**src/asg_pkg.sv**
```systemverilog
//////////////////////////////////////////////////
// asg shared definitions
// pointer and counter widths, sample type and the
// host register map of one generator channel
//////////////////////////////////////////////////
`default_nettype none

package asg_pkg;

  // table pointer, integer and fraction part
  localparam int CWM = 8;
  localparam int CWF = 8;
  localparam int PW  = CWM + CWF;

  // burst counters
  localparam int CWR = 8;
  localparam int CWL = 16;
  localparam int CWN = 8;

  // sample, host address and host data
  localparam int DW = 14;
  localparam int AW = 10;
  localparam int HW = 32;

  typedef logic [DW-1:0] smp_t;

  // register map, top address bit clear
  localparam logic [AW-2:0] REG_CTL  = 'd0;
  localparam logic [AW-2:0] REG_MODE = 'd1;
  localparam logic [AW-2:0] REG_SIZ  = 'd2;
  localparam logic [AW-2:0] REG_STE  = 'd3;
  localparam logic [AW-2:0] REG_OFF  = 'd4;
  localparam logic [AW-2:0] REG_BDR  = 'd5;
  localparam logic [AW-2:0] REG_BDL  = 'd6;
  localparam logic [AW-2:0] REG_BPL  = 'd7;
  localparam logic [AW-2:0] REG_BPN  = 'd8;
  localparam logic [AW-2:0] REG_STS  = 'd9;
  localparam logic [AW-2:0] REG_CBPL = 'd10;
  localparam logic [AW-2:0] REG_CBPN = 'd11;

endpackage

`default_nettype wire

```
**src/asg_regs.sv**
```systemverilog
//////////////////////////////////////////////////
// asg host register block
// four-phase req/ack port, configuration, commands,
// table write path and status readback
//////////////////////////////////////////////////
`timescale 1ns/1ps
`default_nettype none

module asg_regs (
  input  logic                        sto,
  input  logic                        ctl_rst,
  input  logic                        req,
  input  logic                        we,
  input  logic [asg_pkg::AW-1:0]      addr,
  input  logic [asg_pkg::HW-1:0]      wdata,
  output logic                        ack,
  output logic [asg_pkg::HW-1:0]      rdata,
  output logic                        tbl_we,
  output logic [asg_pkg::CWM-1:0]     tbl_waddr,
  output asg_pkg::smp_t               tbl_wdata,
  output logic                        cmd_str,
  output logic                        cmd_stp,
  output logic                        cmd_trg,
  output logic                        cfg_ben,
  output logic                        cfg_inf,
  output logic [asg_pkg::PW-1:0]      cfg_siz,
  output logic [asg_pkg::PW-1:0]      cfg_ste,
  output logic [asg_pkg::PW-1:0]      cfg_off,
  output logic [asg_pkg::CWR-1:0]     cfg_bdr,
  output logic [asg_pkg::CWM-1:0]     cfg_bdl,
  output logic [asg_pkg::CWL-1:0]     cfg_bpl,
  output logic [asg_pkg::CWN-1:0]     cfg_bpn,
  input  logic                        sts_str,
  input  logic                        sts_trg,
  input  logic [asg_pkg::CWL-1:0]     sts_bpl,
  input  logic [asg_pkg::CWN-1:0]     sts_bpn,
  input  asg_pkg::smp_t               tbl_rdata
);

  logic                    req_q;
  logic                    acc;
  logic                    tbl_sel;
  logic                    tbl_rd;
  logic                    tbl_pend;
  logic                    wr_reg;
  logic                    wr_ctl;
  logic [asg_pkg::AW-2:0]  reg_adr;
  logic [asg_pkg::HW-1:0]  rd_mux;

  // one access per rising req
  assign acc     = req & ~req_q;
  // top address bit picks the table
  assign tbl_sel = addr[asg_pkg::AW-1];
  assign reg_adr = addr[asg_pkg::AW-2:0];
  assign tbl_rd  = acc & ~we & tbl_sel;
  assign wr_reg  = acc & we & ~tbl_sel;
  assign wr_ctl  = wr_reg & (reg_adr == asg_pkg::REG_CTL);

  //////////////////////////////////////////////////
  // handshake
  //////////////////////////////////////////////////

  always_ff @(posedge sto) begin
    if (ctl_rst) begin
      req_q    <= 1'b0;
      tbl_pend <= 1'b0;
      ack      <= 1'b0;
    end else begin
      req_q    <= req;
      // table read data arrives one cycle late
      tbl_pend <= tbl_rd;
      if (tbl_pend || (acc && !tbl_rd)) begin
        ack <= 1'b1;
      end else if (!req) begin
        ack <= 1'b0;
      end
    end
  end

  // readback, narrow fields zero-extended
  always_comb begin
    rd_mux = '0;
    if (tbl_pend) begin
      rd_mux[asg_pkg::DW-1:0] = tbl_rdata;
    end else begin
      case (reg_adr)
        asg_pkg::REG_MODE: rd_mux[1:0] = {cfg_inf, cfg_ben};
        asg_pkg::REG_SIZ:  rd_mux[asg_pkg::PW-1:0] = cfg_siz;
        asg_pkg::REG_STE:  rd_mux[asg_pkg::PW-1:0] = cfg_ste;
        asg_pkg::REG_OFF:  rd_mux[asg_pkg::PW-1:0] = cfg_off;
        asg_pkg::REG_BDR:  rd_mux[asg_pkg::CWR-1:0] = cfg_bdr;
        asg_pkg::REG_BDL:  rd_mux[asg_pkg::CWM-1:0] = cfg_bdl;
        asg_pkg::REG_BPL:  rd_mux[asg_pkg::CWL-1:0] = cfg_bpl;
        asg_pkg::REG_BPN:  rd_mux[asg_pkg::CWN-1:0] = cfg_bpn;
        asg_pkg::REG_STS:  rd_mux[1:0] = {sts_trg, sts_str};
        asg_pkg::REG_CBPL: rd_mux[asg_pkg::CWL-1:0] = sts_bpl;
        asg_pkg::REG_CBPN: rd_mux[asg_pkg::CWN-1:0] = sts_bpn;
        default:           rd_mux = '0;
      endcase
    end
  end

  always_ff @(posedge sto) begin
    if (tbl_pend || (acc && !we && !tbl_sel)) begin
      rdata <= rd_mux;
    end
  end

  //////////////////////////////////////////////////
  // table writes and commands
  //////////////////////////////////////////////////

  always_ff @(posedge sto) begin
    tbl_waddr <= addr[asg_pkg::CWM-1:0];
    tbl_wdata <= wdata[asg_pkg::DW-1:0];
  end

  always_ff @(posedge sto) begin
    if (ctl_rst) begin
      tbl_we  <= 1'b0;
      cmd_str <= 1'b0;
      cmd_stp <= 1'b0;
      cmd_trg <= 1'b0;
    end else begin
      tbl_we  <= acc & we & tbl_sel;
      // single cycle pulses
      cmd_str <= wr_ctl & wdata[0];
      cmd_stp <= wr_ctl & wdata[1];
      cmd_trg <= wr_ctl & wdata[2];
    end
  end

  // configuration
  always_ff @(posedge sto) begin
    if (ctl_rst) begin
      cfg_ben <= 1'b0;
      cfg_inf <= 1'b0;
      cfg_siz <= '0;
      cfg_ste <= '0;
      cfg_off <= '0;
      cfg_bdr <= '0;
      cfg_bdl <= '0;
      cfg_bpl <= '0;
      cfg_bpn <= '0;
    end else if (wr_reg) begin
      case (reg_adr)
        asg_pkg::REG_MODE: begin
          cfg_ben <= wdata[0];
          cfg_inf <= wdata[1];
        end
        asg_pkg::REG_SIZ: cfg_siz <= wdata[asg_pkg::PW-1:0];
        asg_pkg::REG_STE: cfg_ste <= wdata[asg_pkg::PW-1:0];
        asg_pkg::REG_OFF: cfg_off <= wdata[asg_pkg::PW-1:0];
        asg_pkg::REG_BDR: cfg_bdr <= wdata[asg_pkg::CWR-1:0];
        asg_pkg::REG_BDL: cfg_bdl <= wdata[asg_pkg::CWM-1:0];
        asg_pkg::REG_BPL: cfg_bpl <= wdata[asg_pkg::CWL-1:0];
        asg_pkg::REG_BPN: cfg_bpn <= wdata[asg_pkg::CWN-1:0];
        default: ;
      endcase
    end
  end

endmodule

`default_nettype wire

```
**config.mk**
```make
export PLATFORM = sky130hd
export DESIGN_NAME = asg_regs
export DESIGN_NICKNAME = d
export VERILOG_FILES = /design/src/asg_pkg.sv /design/src/asg_regs.sv
export SDC_FILE = /design/constraint.sdc
export NUM_CORES = 1
export LEC_CHECK = 0
export BUFFER_PORTS_ARGS = -buffer_cell sky130_fd_sc_hd__buf_2
export CAP_MARGIN = 40
export CORE_ASPECT_RATIO = 0.8
export CORE_MARGIN = 4
export CORE_UTILIZATION = 38
export DETAILED_ROUTE_END_ITERATION = 10
export PLACE_DENSITY = 0.65
export SLEW_MARGIN = 20
export SYNTH_ARGS = -nofsm -noshare
export SYNTH_HDL_FRONTEND = slang
export SYNTH_SLANG_ARGS = --single-unit
```
**constraint.sdc**
```tcl
create_clock -name sto -period 7.6 [get_ports sto]
set_input_delay 0 -clock sto [delete_from_list [all_inputs] [get_ports sto]]
set_output_delay 0 -clock sto [all_outputs]
set_load 0.005 [all_outputs]
```
==> results of run 1 <==
[cell usage in the layout (no fill, tap or decap), types with 16 or more instances in the layout]
| cell | netlist | layout |
|---|---|---|
| a21oi_1 | 85 | 85 |
| clkbuf_16 | 0 | 18 |
| buf_2 | 21 | 203 |
| a22oi_1 | 25 | 25 |
| nor2_1 | 20 | 20 |
| nand2_1 | 166 | 166 |
| edfxtp_1 | 16 | 16 |
| conb_1 | 1 | 16 |
| mux2i_1 | 23 | 23 |
| o21ai_0 | 16 | 16 |
| dlygate4sd3_1 | 0 | 40 |
| nand3_1 | 26 | 26 |
| dfxtp_1 | 119 | 119 |
[power breakdown]
group	switching, W	leakage, nW	total (W)	internal, W
logic	0.0000652	1.90	0.000111	0.0000457
registers	0.00000206	1.14	0.000731	0.000729
clock network	0.000306	0.288	0.000832	0.000526
[cells by family (layout without fill, tap and decap cells)]
family / after synthesis / after routing
muxes: 32 / 32
buffers and inverters: 71 / 290
DFF: 135 / 135
and+or+nand+nor: 256 / 256
AOI/OAI and AO/OA: 166 / 166
other: 1 / 16
[layout make-up]
type,count,share of cell area [%]
sequential,135,36.7
multi-input combinational,470,33.0
timing repair buffer,254,19.6
clock buffer,24,6.44
tap,184,2.95
clock inverter,7,1.17
inverter,5,0.240
[worst register-to-register path, delay by kind of cell (launching register included)]
family | cells | cell delay, ps
flops | 1 | 350
compound gates | 1 | 150
simple gates | 4 | 2080
[state kept, by name, indices dropped and copies added (netlist names)]
name,flops
cfg_bpl,16
cfg_off,16
cfg_siz,16
cfg_ste,16
rdata,16
tbl_wdata,14
cfg_bdl,8
cfg_bdr,8
cfg_bpn,8
tbl_waddr,8
ack,1
cfg_ben,1
cfg_inf,1
cmd_stp,1
cmd_str,1
cmd_trg,1
req_q,1
tbl_pend,1
tbl_we,1
[per-stage QoR]
step / cell area (um2) / util [%] / setup WS [ps]
finish: 7810 / 53.7 / 4780
global route: 7810 / 53.7 / 4580
CTS: 7760 / 53.4 / 4760
detailed placement: 6770 / 46.5 / 4880
global placement: 6740 / 46.4 / 4850
floorplan: 5800 / - / 5010
[worst min-delay path by stage]
stage	from	end	slack, ps
finish	sts_bpl[12]	rdata[12]$_DFFE_PP_	40
global route	sts_bpl[12]	rdata[12]$_DFFE_PP_	30
CTS	tbl_rdata[0]	rdata[0]$_DFFE_PP_	20
detailed placement	addr[7]	tbl_waddr[7]$_DFF_P_	140
global placement	addr[5]	tbl_waddr[5]$_DFF_P_	140
floorplan	addr[0]	tbl_waddr[0]$_DFF_P_	30
[routing by layer]
metal | part of all wire [%] | track usage, % | wire [um] | vias to the layer above
li1 | - | - | - | 2743
met1 | 44 | 36.0 | 9650 | 2784
met2 | 43 | 35.4 | 9410 | 332
met3 | 11 | 7.97 | 2370 | 26
met4 | 1.6 | 6.11 | 347 | 0
met5 | 0 | 0 | 0 | -
[timing repair]
action | CTS | global route
hold buffers | 40 | 0
hold endpoints to repair | 124 | 0
buffers inserted | 0 | 0
==> metrics, run 1 <==
Post-Synth XOR/XNOR Area=0%; R2R depth=5; Skew-Pair Late Insertion Delay=about 420 ps; CP cell instances=dlygate4sd3_1 > buf_2 > nor3b_1 > and2_1 > and2_1 > nand2_1 > a21oi_1; ys async rst share=0%; total power=roughly 0.0017 W; Slew Viols, Final=0; PwrDens=214 nW/um2; final non-filler cell total=1,079; Die Ht=between 100 and 150 um; Synth top cells by count=nand2_1 (166), dfxtp_1 (119), a21oi_1 (85); antenna cells=0; post-synthesis simple-gate area fraction=19.8%; Buf/Inv on CP=2; routed wire length=21,800 um; RSZ-0062 raised after global routing=no; Antenna Violating Nets Remaining=0; mux contribution to synthesized area=approximately 6%; fraction of layout instances using a drive strength above 1=between 20 and 30%; slowest stage delay, CP=about 700 ps; Worst-Margin Slew=between 700 and 800 ps; setup TNS=0 ps; Syn-to-layout area delta=36.0%; area of the multi-input gates=~2600 um2; outcome=completed; HP Class=input pin to flip-flop; Compound-Gate Fraction of Synth Area=about 18%; slowest CP cell=nor3b_1; H-tree depth=4; Post-DP HPWL=15,000 um; most frequent cell after synthesis=nand2_1; FILL cells=1,357; global-route wire length before repair=approximately 33,000 um; Startpoint Class=input pin; sequential element share of the synthesized area=between 40 and 50%; Max VDD drop=0.000156 V; max-slew headroom at the worst pin=between 40% and 50%; Clock transition at path regs=60 ps; clk_skew=5.90 ps; Fmax achieved=roughly 0.35 GHz; Syn. warnings=0; area share of the largest cell type after synthesis=about 41%; RePlAce Congestion=just under 0.9; largest family of logic cells by synthesized area=simple AND/OR/NAND/NOR gates; total gr overflow=0; cell count along the critical path=7; WP data required=around 8000 ps; Leakage=~3.3 nW; worst flop-to-flop path startpoint=req_q$_SDFF_PP0_; initial antenna violation count=0; die area=17,200 um2; final net count=969; CTS tree=yes; Avg Cell Area, Syn=around 8.7 um2; critical setup path kind=input pin to flip-flop; crit path to=cfg_bpl[4]$_SDFFE_PP0P_; Core Area=14,500 um2; Mapped Area=about 5700 um2; crit path max fanout=25; post-synthesis instance total=661; hold path depth=4; via count=just under 6,000; Top FF cell, synth=dfxtp_1; Worst R2R End=cfg_bpl[4]$_SDFFE_PP0P_; CTS root buffer=clkbuf_16; Post-synth EDFFs=16; number of remaining DRC errors=0; IO buf count=202; CP delay by family, top=simple AND/OR/NAND/NOR gates; Tcrit/Tclk final=37.1%; Bufs on Longest Clock Path=2; flops & latches, synth=roughly 140; cell accounting for the most synthesized area=dfxtp_1; Final Hold Slack=between 40 and 50 ps; number of max-cap violations=0; Reg area=2860 um2; Top cell by count, worst path=and2_1; # setup viols final=0; Worst setup EP type=flip-flop; minimum clock period=approximately 2800 ps; Pre-antenna DRT Iters=7; vias per inst=5.45; post-CTS resize count=0; via count of the first global-routing pass=around 5,400; Netlist cell types=52; Ports=235; Num CTS Buffers=17; top cells by area, synth=dfxtp_1 (41%), nand2_1 (11%), edfxtp_1 (8.4%); Die X=~150 um; Fin. Hold Viols=0; Critical Path AT=approximately 3200 ps; Tot GR Track Use=around 25%; flop2flop setup slack=between 4000 and 5000 ps; Worst Setup SP=addr[2]; Initial Utilization=approximately two fifths; Site Rows=39; clk sink count=around 140; largest net degree at the start of global routing=between 50 and 60; Inst Count DP=between 1,000 and 1,500; initial drt markers=746; Post-Synth Adder-Cell Area=0%; routed len/inst=between 20 and 25 um
(Power assumes the default switching activity.)
==> run 2: changes to the inputs <==
--- a/config.mk
+++ b/config.mk
@@ -5,13 +5,13 @@
 export SDC_FILE = /design/constraint.sdc
 export NUM_CORES = 1
 export LEC_CHECK = 0
+export ABC_AREA = 1
 export BUFFER_PORTS_ARGS = -buffer_cell sky130_fd_sc_hd__buf_2
 export CAP_MARGIN = 40
 export CORE_ASPECT_RATIO = 0.8
 export CORE_MARGIN = 4
 export CORE_UTILIZATION = 38
 export DETAILED_ROUTE_END_ITERATION = 10
-export PLACE_DENSITY = 0.65
 export SLEW_MARGIN = 20
 export SYNTH_ARGS = -nofsm -noshare
 export SYNTH_HDL_FRONTEND = slang
==> constraint.sdc (replaced) <==
create_clock -name sto -period 2.8 [get_ports sto]
set_input_delay 0 -clock sto [delete_from_list [all_inputs] [get_ports sto]]
set_output_delay 0 -clock sto [all_outputs]
set_load 0.005 [all_outputs]
==> metrics, run 2 <==
commonest non-fill, non-tap cell in the layout=buf_2; final net count=1,091 (+13%); area share of the largest cell type after synthesis=37.7% (-3.8 points); crit path max fanout=15 (-40%); initial antenna violation count=0 (unchanged); Post-Synth XOR/XNOR Area=0% (unchanged); dpl ws=812 ps (-4060 ps); commonest non-fill, non-tap cells in the layout=buf_2 (201), nand2_1 (120), dfxtp_1 (119), nor2_1 (109), inv_1 (86); Post-CTS Repair Setup Buffers=0 (unchanged); Antenna Violating Nets Remaining=0 (unchanged); Tot GR Track Use=22.8% (-2.0 points); ys async rst share=0% (unchanged); CTS root buffer=clkbuf_16; initial drt markers=596 (-20%); number of max-cap violations=0 (unchanged); post-synthesis instance total=773 (+17%); Skew-Pair Late Insertion Delay=430 ps (about the same); hold path depth=2 (-2); Pre-antenna DRT Iters=5 (-2); # setup viols final=0 (unchanged); via count=6,005 (+2.0%); Post-DP HPWL=15,500 um (+2.7%); PwrDens=543 nW/um2 (+150%); Final WS setup=275 ps (-4510 ps); Avg Cell Area, Syn=8.18 um2 (-5.8%); clk sink count=135 (unchanged); setup TNS=0 ps (unchanged); R2R depth=6 (+1); post-synthesis simple-gate area fraction=26.1% (+6.2 points); max-slew headroom at the worst pin=64.0% (+16 points); via count of the first global-routing pass=5,485 (+1.9%); IO buf count=202 (unchanged); Core Area=16,100 um2 (+10%); cell accounting for the most synthesized area=dfxtp_1; Leakage=3.79 nW (+14%); largest family of logic cells by synthesized area=simple AND/OR/NAND/NOR gates; outcome=completed; clk_skew=11.4 ps (+5.48 ps); Hold Path Origin=ctl_rst; Post-Synth Adder-Cell Area=0% (unchanged); top cells by area, synth=dfxtp_1 (38%), a211oi_2 (9.5%), edfxtp_1 (7.6%); Reg area=2860 um2 (unchanged); critical setup path kind=input pin to flip-flop; Startpoint Class=input pin; Syn. warnings=0 (unchanged); Mapped Area=6320 um2 (+10%); Fin. Hold Viols=0 (unchanged); die area=18,800 um2 (+9.5%); Worst setup EP type=flip-flop; RSZ-0062 raised after global routing=no; Bufs on Longest Clock Path=2 (unchanged); RePlAce Congestion=0.882 (-1.3%); Netlist cell types=28 (-46%); Synth top cells by count=nand2_1 (120), dfxtp_1 (119), nor2_1 (109); routed len/inst=17.7 um (-12%); Site Rows=41 (+5.1%); sequential element share of the synthesized area=45.3% (-4.6 points); Clock transition at path regs=60 ps (about the same); Die Ht=123 um (+4.6%); most frequent cell after synthesis=nand2_1; flops & latches, synth=135 (unchanged); H-tree depth=4 (unchanged); largest net degree at the start of global routing=44 (-20%); Tcrit/Tclk final=about nine tenths; flop2flop setup slack=810 ps (-4160 ps); area of the multi-input gates=2780 um2 (+8.0%); Post-synth EDFFs=16 (unchanged); total gr overflow=0 (unchanged); total power=0.00456 W (+170%); post-CTS resize count=0 (unchanged); global-route wire length before repair=32,800 um (-0.85%); number of remaining DRC errors=0 (unchanged); Fmax achieved=between 0.3 and 0.4 GHz; WP data required=3090 ps (-4860 ps); Worst-Margin Slew=539 ps (-232 ps); minimum clock period=around 2500 ps; antenna cells=0 (unchanged); Num CTS Buffers=17 (unchanged); worst flop-to-flop path startpoint=req_q$_SDFF_PP0_; Max VDD drop=0.000393 V (+150%); routed wire length=21,800 um (about the same); Worst R2R End=cfg_bpl[10]$_SDFFE_PP0P_; Ports=235 (unchanged); HP Class=input pin to flip-flop; Die X=152 um (+4.7%); fraction of layout instances using a drive strength above 1=31.7% (+3.0 points); Initial Utilization=39.4% (-0.10 points); CTS tree=yes; Syn-to-layout area delta=32.7%; mux contribution to synthesized area=0% (-6.0 points); Critical Path AT=2820 ps (-350 ps); Slew Viols, Final=0 (unchanged); Top FF cell, synth=dfxtp_1; FILL cells=1,521 (+12%); vias per inst=4.87 (-11%); Compound-Gate Fraction of Synth Area=16.9% (-0.91 points); WHS Endpoint=req_q$_SDFF_PP0_
run 2: cell count changes in the layout (fill, tap and decap cells not counted), moves of 25 or more:
| cell | delta |
|---|---|
| nand3_1 | +59 |
| a22oi_1 | -25 |
| a21oi_1 | -50 |
| a211oi_2 | +48 |
| nor2_1 | +89 |
| nand2_1 | -46 |
| inv_1 | +81 |
run 2: area by class of cell:
class	count	share of cell area (%)
Clock inverter	13	1.67
Timing Repair Buffer	253	18.1
Clock buffer	19	5.40
Tap cell	215	3.20
Sequential cell	135	34.1
Multi-Input combinational cell	502	33.1
Inverter	96	4.41
run 2: worst max-delay path: stages:
cell           delay (ps)
dlygate4sd3_1         540
buf_2                 170
nor2_2                290
inv_2                  80
nor2_4                380
nand2_2               140
inv_4                 150
nand2_1                60
o21ai_0               140
nor2_1                100
a21oi_1               180
dlygate4sd3_1         600
run 2: logic make-up after synthesis:
kind of cell / count (synthesis)
other cells: 1
simple gates: 352
buf+inv: 151
compound gates: 134
flops: 135
run 2: worst max path at each step:
stage                     start                        to  slack, ps  cells after the start
2_1_floorplan  req_q$_SDFF_PP0_        rdata[0]$_DFFE_PP_        680                      3
3_3_place_gp   req_q$_SDFF_PP0_  cfg_bpl[13]$_SDFFE_PP0P_        840                      6
3_5_place_dp   req_q$_SDFF_PP0_  cfg_bpl[10]$_SDFFE_PP0P_        810                      6
4_1_cts                 addr[0]       rdata[11]$_DFFE_PP_        430                     12
5_1_grt                 addr[0]       rdata[11]$_DFFE_PP_        170                     12
6_report                addr[0]       rdata[11]$_DFFE_PP_        280                     12
run 2: where the power goes:
part           leakage, nW  internal (W)  switching, W  total, W
sequential            1.12       0.00198    0.00000785   0.00199
combinational         2.38      0.000111      0.000179  0.000291
clock                0.295       0.00137      0.000906   0.00227
run 2: what timing repair did:
item | in CTS | in global routing
endpoints found under the setup margin | 0 | 0
hold buffers | 44 | 0
endpoints found under the hold margin | 118 | 0
run 2: per-stage QoR:
stage	util [%]	cell area, um2	hold slack, ps	cells
2_1_floorplan	-	6380	27.7	788
3_3_place_gp	45.8	7360	130	1157
3_5_place_dp	45.8	7360	132	1157
4_1_cts	52.3	8390	5.02	1233
5_1_grt	52.3	8390	35.6	1233
6_report	52.3	8390	23.1	1233
run 2: metal layers:
layer  routed length [um]  up-vias  track usage (%)
met5                    0        -                0
met4                  230        0             5.33
met3                 2110       17             8.05
met2                 9130      243             31.9
met1                10300     2761             33.4
li1                     -     2984                -
==> run 3: changes to the inputs <==
--- a/config.mk
+++ b/config.mk
@@ -10,8 +10,10 @@
 export CAP_MARGIN = 40
 export CORE_ASPECT_RATIO = 0.8
 export CORE_MARGIN = 4
-export CORE_UTILIZATION = 38
+export CORE_UTILIZATION = 50
 export DETAILED_ROUTE_END_ITERATION = 10
+export PLACE_DENSITY = 0.85
+export SKIP_CTS_REPAIR_TIMING = 1
 export SLEW_MARGIN = 20
 export SYNTH_ARGS = -nofsm -noshare
 export SYNTH_HDL_FRONTEND = slang
==> metrics, run 3 (synthesized netlist as in run 2, its figures left out) <==
Leakage=3.76 nW (-0.76%); Fin. Hold Viols=0 (unchanged); max-slew headroom at the worst pin=45.9% (-18 points); Critical Path AT=2260 ps (-560 ps); fraction of layout instances using a drive strength above 1=31.6% (-0.17 points); Slew Viols, Final=0 (unchanged); Site Rows=36 (-12%); Core Area=12,300 um2 (-23%); FILL cells=1,024 (-33%); Num CTS Buffers=17 (unchanged); global-route wire length before repair=29,500 um (-10%); Tot GR Track Use=26.3% (+3.6 points); initial drt markers=722 (+21%); die area=14,500 um2 (-23%); Reg area=2860 um2 (unchanged); area of the multi-input gates=2780 um2 (unchanged); Inst Count DP=1,111 (-4.0%); Tcrit/Tclk final=71.2% (-19 points); IO buf count=202 (unchanged); PwrDens=543 nW/um2 (about the same); antenna cells=0 (unchanged); Fmax achieved=0.501 GHz (+27%); Bufs on Longest Clock Path=2 (unchanged); Worst-Margin Slew=806 ps (+268 ps); largest net degree at the start of global routing=50 (+14%); worst flop-to-flop path startpoint=req_q$_SDFF_PP0_; H-tree depth=4 (unchanged); final non-filler cell total=1,185 (-3.9%); Max VDD drop=0.000480 V (+22%); CP cell instances=nor2_4 > nand3_4 > inv_4 > nand3_4 > nor2_1 > a211oi_2; Initial Utilization=51.4% (+12 points); Post-DP HPWL=14,100 um (-8.5%); crit path max fanout=32 (+17); crit path to=cfg_bpl[4]$_SDFFE_PP0P_; via count=6,178 (+2.9%); Die X=134 um (-12%); clk sink count=135 (unchanged); Ports=235 (unchanged); Syn-to-layout area delta=31.3%; Top cell by count, worst path=nand3_4; setup TNS=0 ps (unchanged); number of remaining DRC errors=0 (unchanged); via count of the first global-routing pass=5,353 (-2.4%); routed wire length=20,500 um (-6.1%); total gr overflow=0 (unchanged); outcome=completed; slowest CP cell=nand3_4; cell count along the critical path=6 (-6); CP delay by family, top=simple AND/OR/NAND/NOR gates; Worst setup EP type=flip-flop; CTS root buffer=clkbuf_16; RSZ-0062 raised after global routing=no; Worst R2R End=cfg_bpl[4]$_SDFFE_PP0P_; final net count=1,087 (-0.37%); Clock transition at path regs=60 ps (about the same); routed len/inst=17.3 um (-2.3%); Startpoint Class=flip-flop; clk_skew=7.65 ps (-3.73 ps); commonest non-fill, non-tap cell in the layout=buf_2; number of max-cap violations=0 (unchanged); Worst Setup SP=req_q$_SDFF_PP0_; RePlAce Congestion=0.967 (+9.6%); R2R depth=6 (unchanged); Skew-Pair Late Insertion Delay=410 ps (-20 ps); Die Ht=109 um (-12%); vias per inst=5.21 (+7.0%); Pre-antenna DRT Iters=5 (unchanged); flop2flop setup slack=810 ps (about the same); commonest non-fill, non-tap cells in the layout=buf_2 (201), nand2_1 (120), dfxtp_1 (119), nor2_1 (109), inv_1 (86); minimum clock period=1990 ps (-530 ps); critical setup path kind=flip-flop to flip-flop; Buf/Inv on CP=1 (-4); # setup viols final=0 (unchanged); Antenna Violating Nets Remaining=0 (unchanged); CTS tree=yes; WP data required=3070 ps (-20 ps); initial antenna violation count=0 (unchanged); slowest stage delay, CP=430 ps (-170 ps); HP Class=input pin to flip-flop
## run 3: cell types whose count changed in the layout (fill, tap and decap cells not counted), sizes merged
cell / previous run / this run
buf: 209 / 207
clkbuf: 19 / 21
dlygate4sd3: 44 / 42
clkinvlp: 1 / 2
inv: 101 / 98
## run 3: where the power goes
group	total [W]	switching, W	internal (W)
Clock	0.00223	0.000848	0.00138
Combinational	0.000281	0.000173	0.000108
Sequential	0.00199	0.00000811	0.00199
Total	0.00450	0.00103	0.00348
## run 3: final cells by class
type	count	area share, %
clock buffers	21	5.67
well taps	171	2.58
multi-input cells	502	33.5
repair buffers	249	17.9
flip-flops and latches	135	34.5
inverters	96	4.46
clock inverters	11	1.45
## run 3: worst register-to-register path, delay by kind of cell (launching register included)
kind                   cells  cell delay, ps
DFF                        1             320
AOI/OAI and AO/OA          1              50
buffers and inverters      1             350
and+or+nand+nor            4            1130
## run 3: routing by layer
metal	part of all wire, %	global-route usage [%]	up-vias
li1	-	-	2973
met4	2.2	7.20	0
met3	10	8.19	41
met5	0	0	-
met1	42	36.5	2829
met2	45	39.9	335
## run 3: worst min path at each step
stage                                   end        start  slack (ps)  cells past startpoint
CTS                    tbl_waddr[4]$_DFF_P_      addr[4]        -300                      1
finish              rdata[14]$_SDFFCE_PP0P_  sts_bpl[14]          50                      5
global placement       tbl_waddr[5]$_DFF_P_      addr[5]         130                      1
global route        rdata[14]$_SDFFCE_PP0P_  sts_bpl[14]         110                      5
floorplan              tbl_waddr[0]$_DFF_P_      addr[0]          30                      0
detailed placement     tbl_waddr[4]$_DFF_P_      addr[4]         130                      1
## run 3: through the flow
| step | instance area (um2) | total power [W] | util, % | setup slack, ps | hold WS (ps) |
|---|---|---|---|---|---|
| after floorplan | 6380 | 0.00215 | - | 679 | 27.7 |
| after CTS | 7880 | 0.00446 | 64.1 | 826 | -298 |
| after global routing | 8300 | 0.00463 | 67.5 | 617 | 114 |
| final | 8300 | 0.00450 | 67.5 | 805 | 50.9 |
| after detailed placement | 7290 | 0.00226 | 59.3 | 839 | 128 |
| after global placement | 7290 | 0.00226 | 59.3 | 881 | 127 |
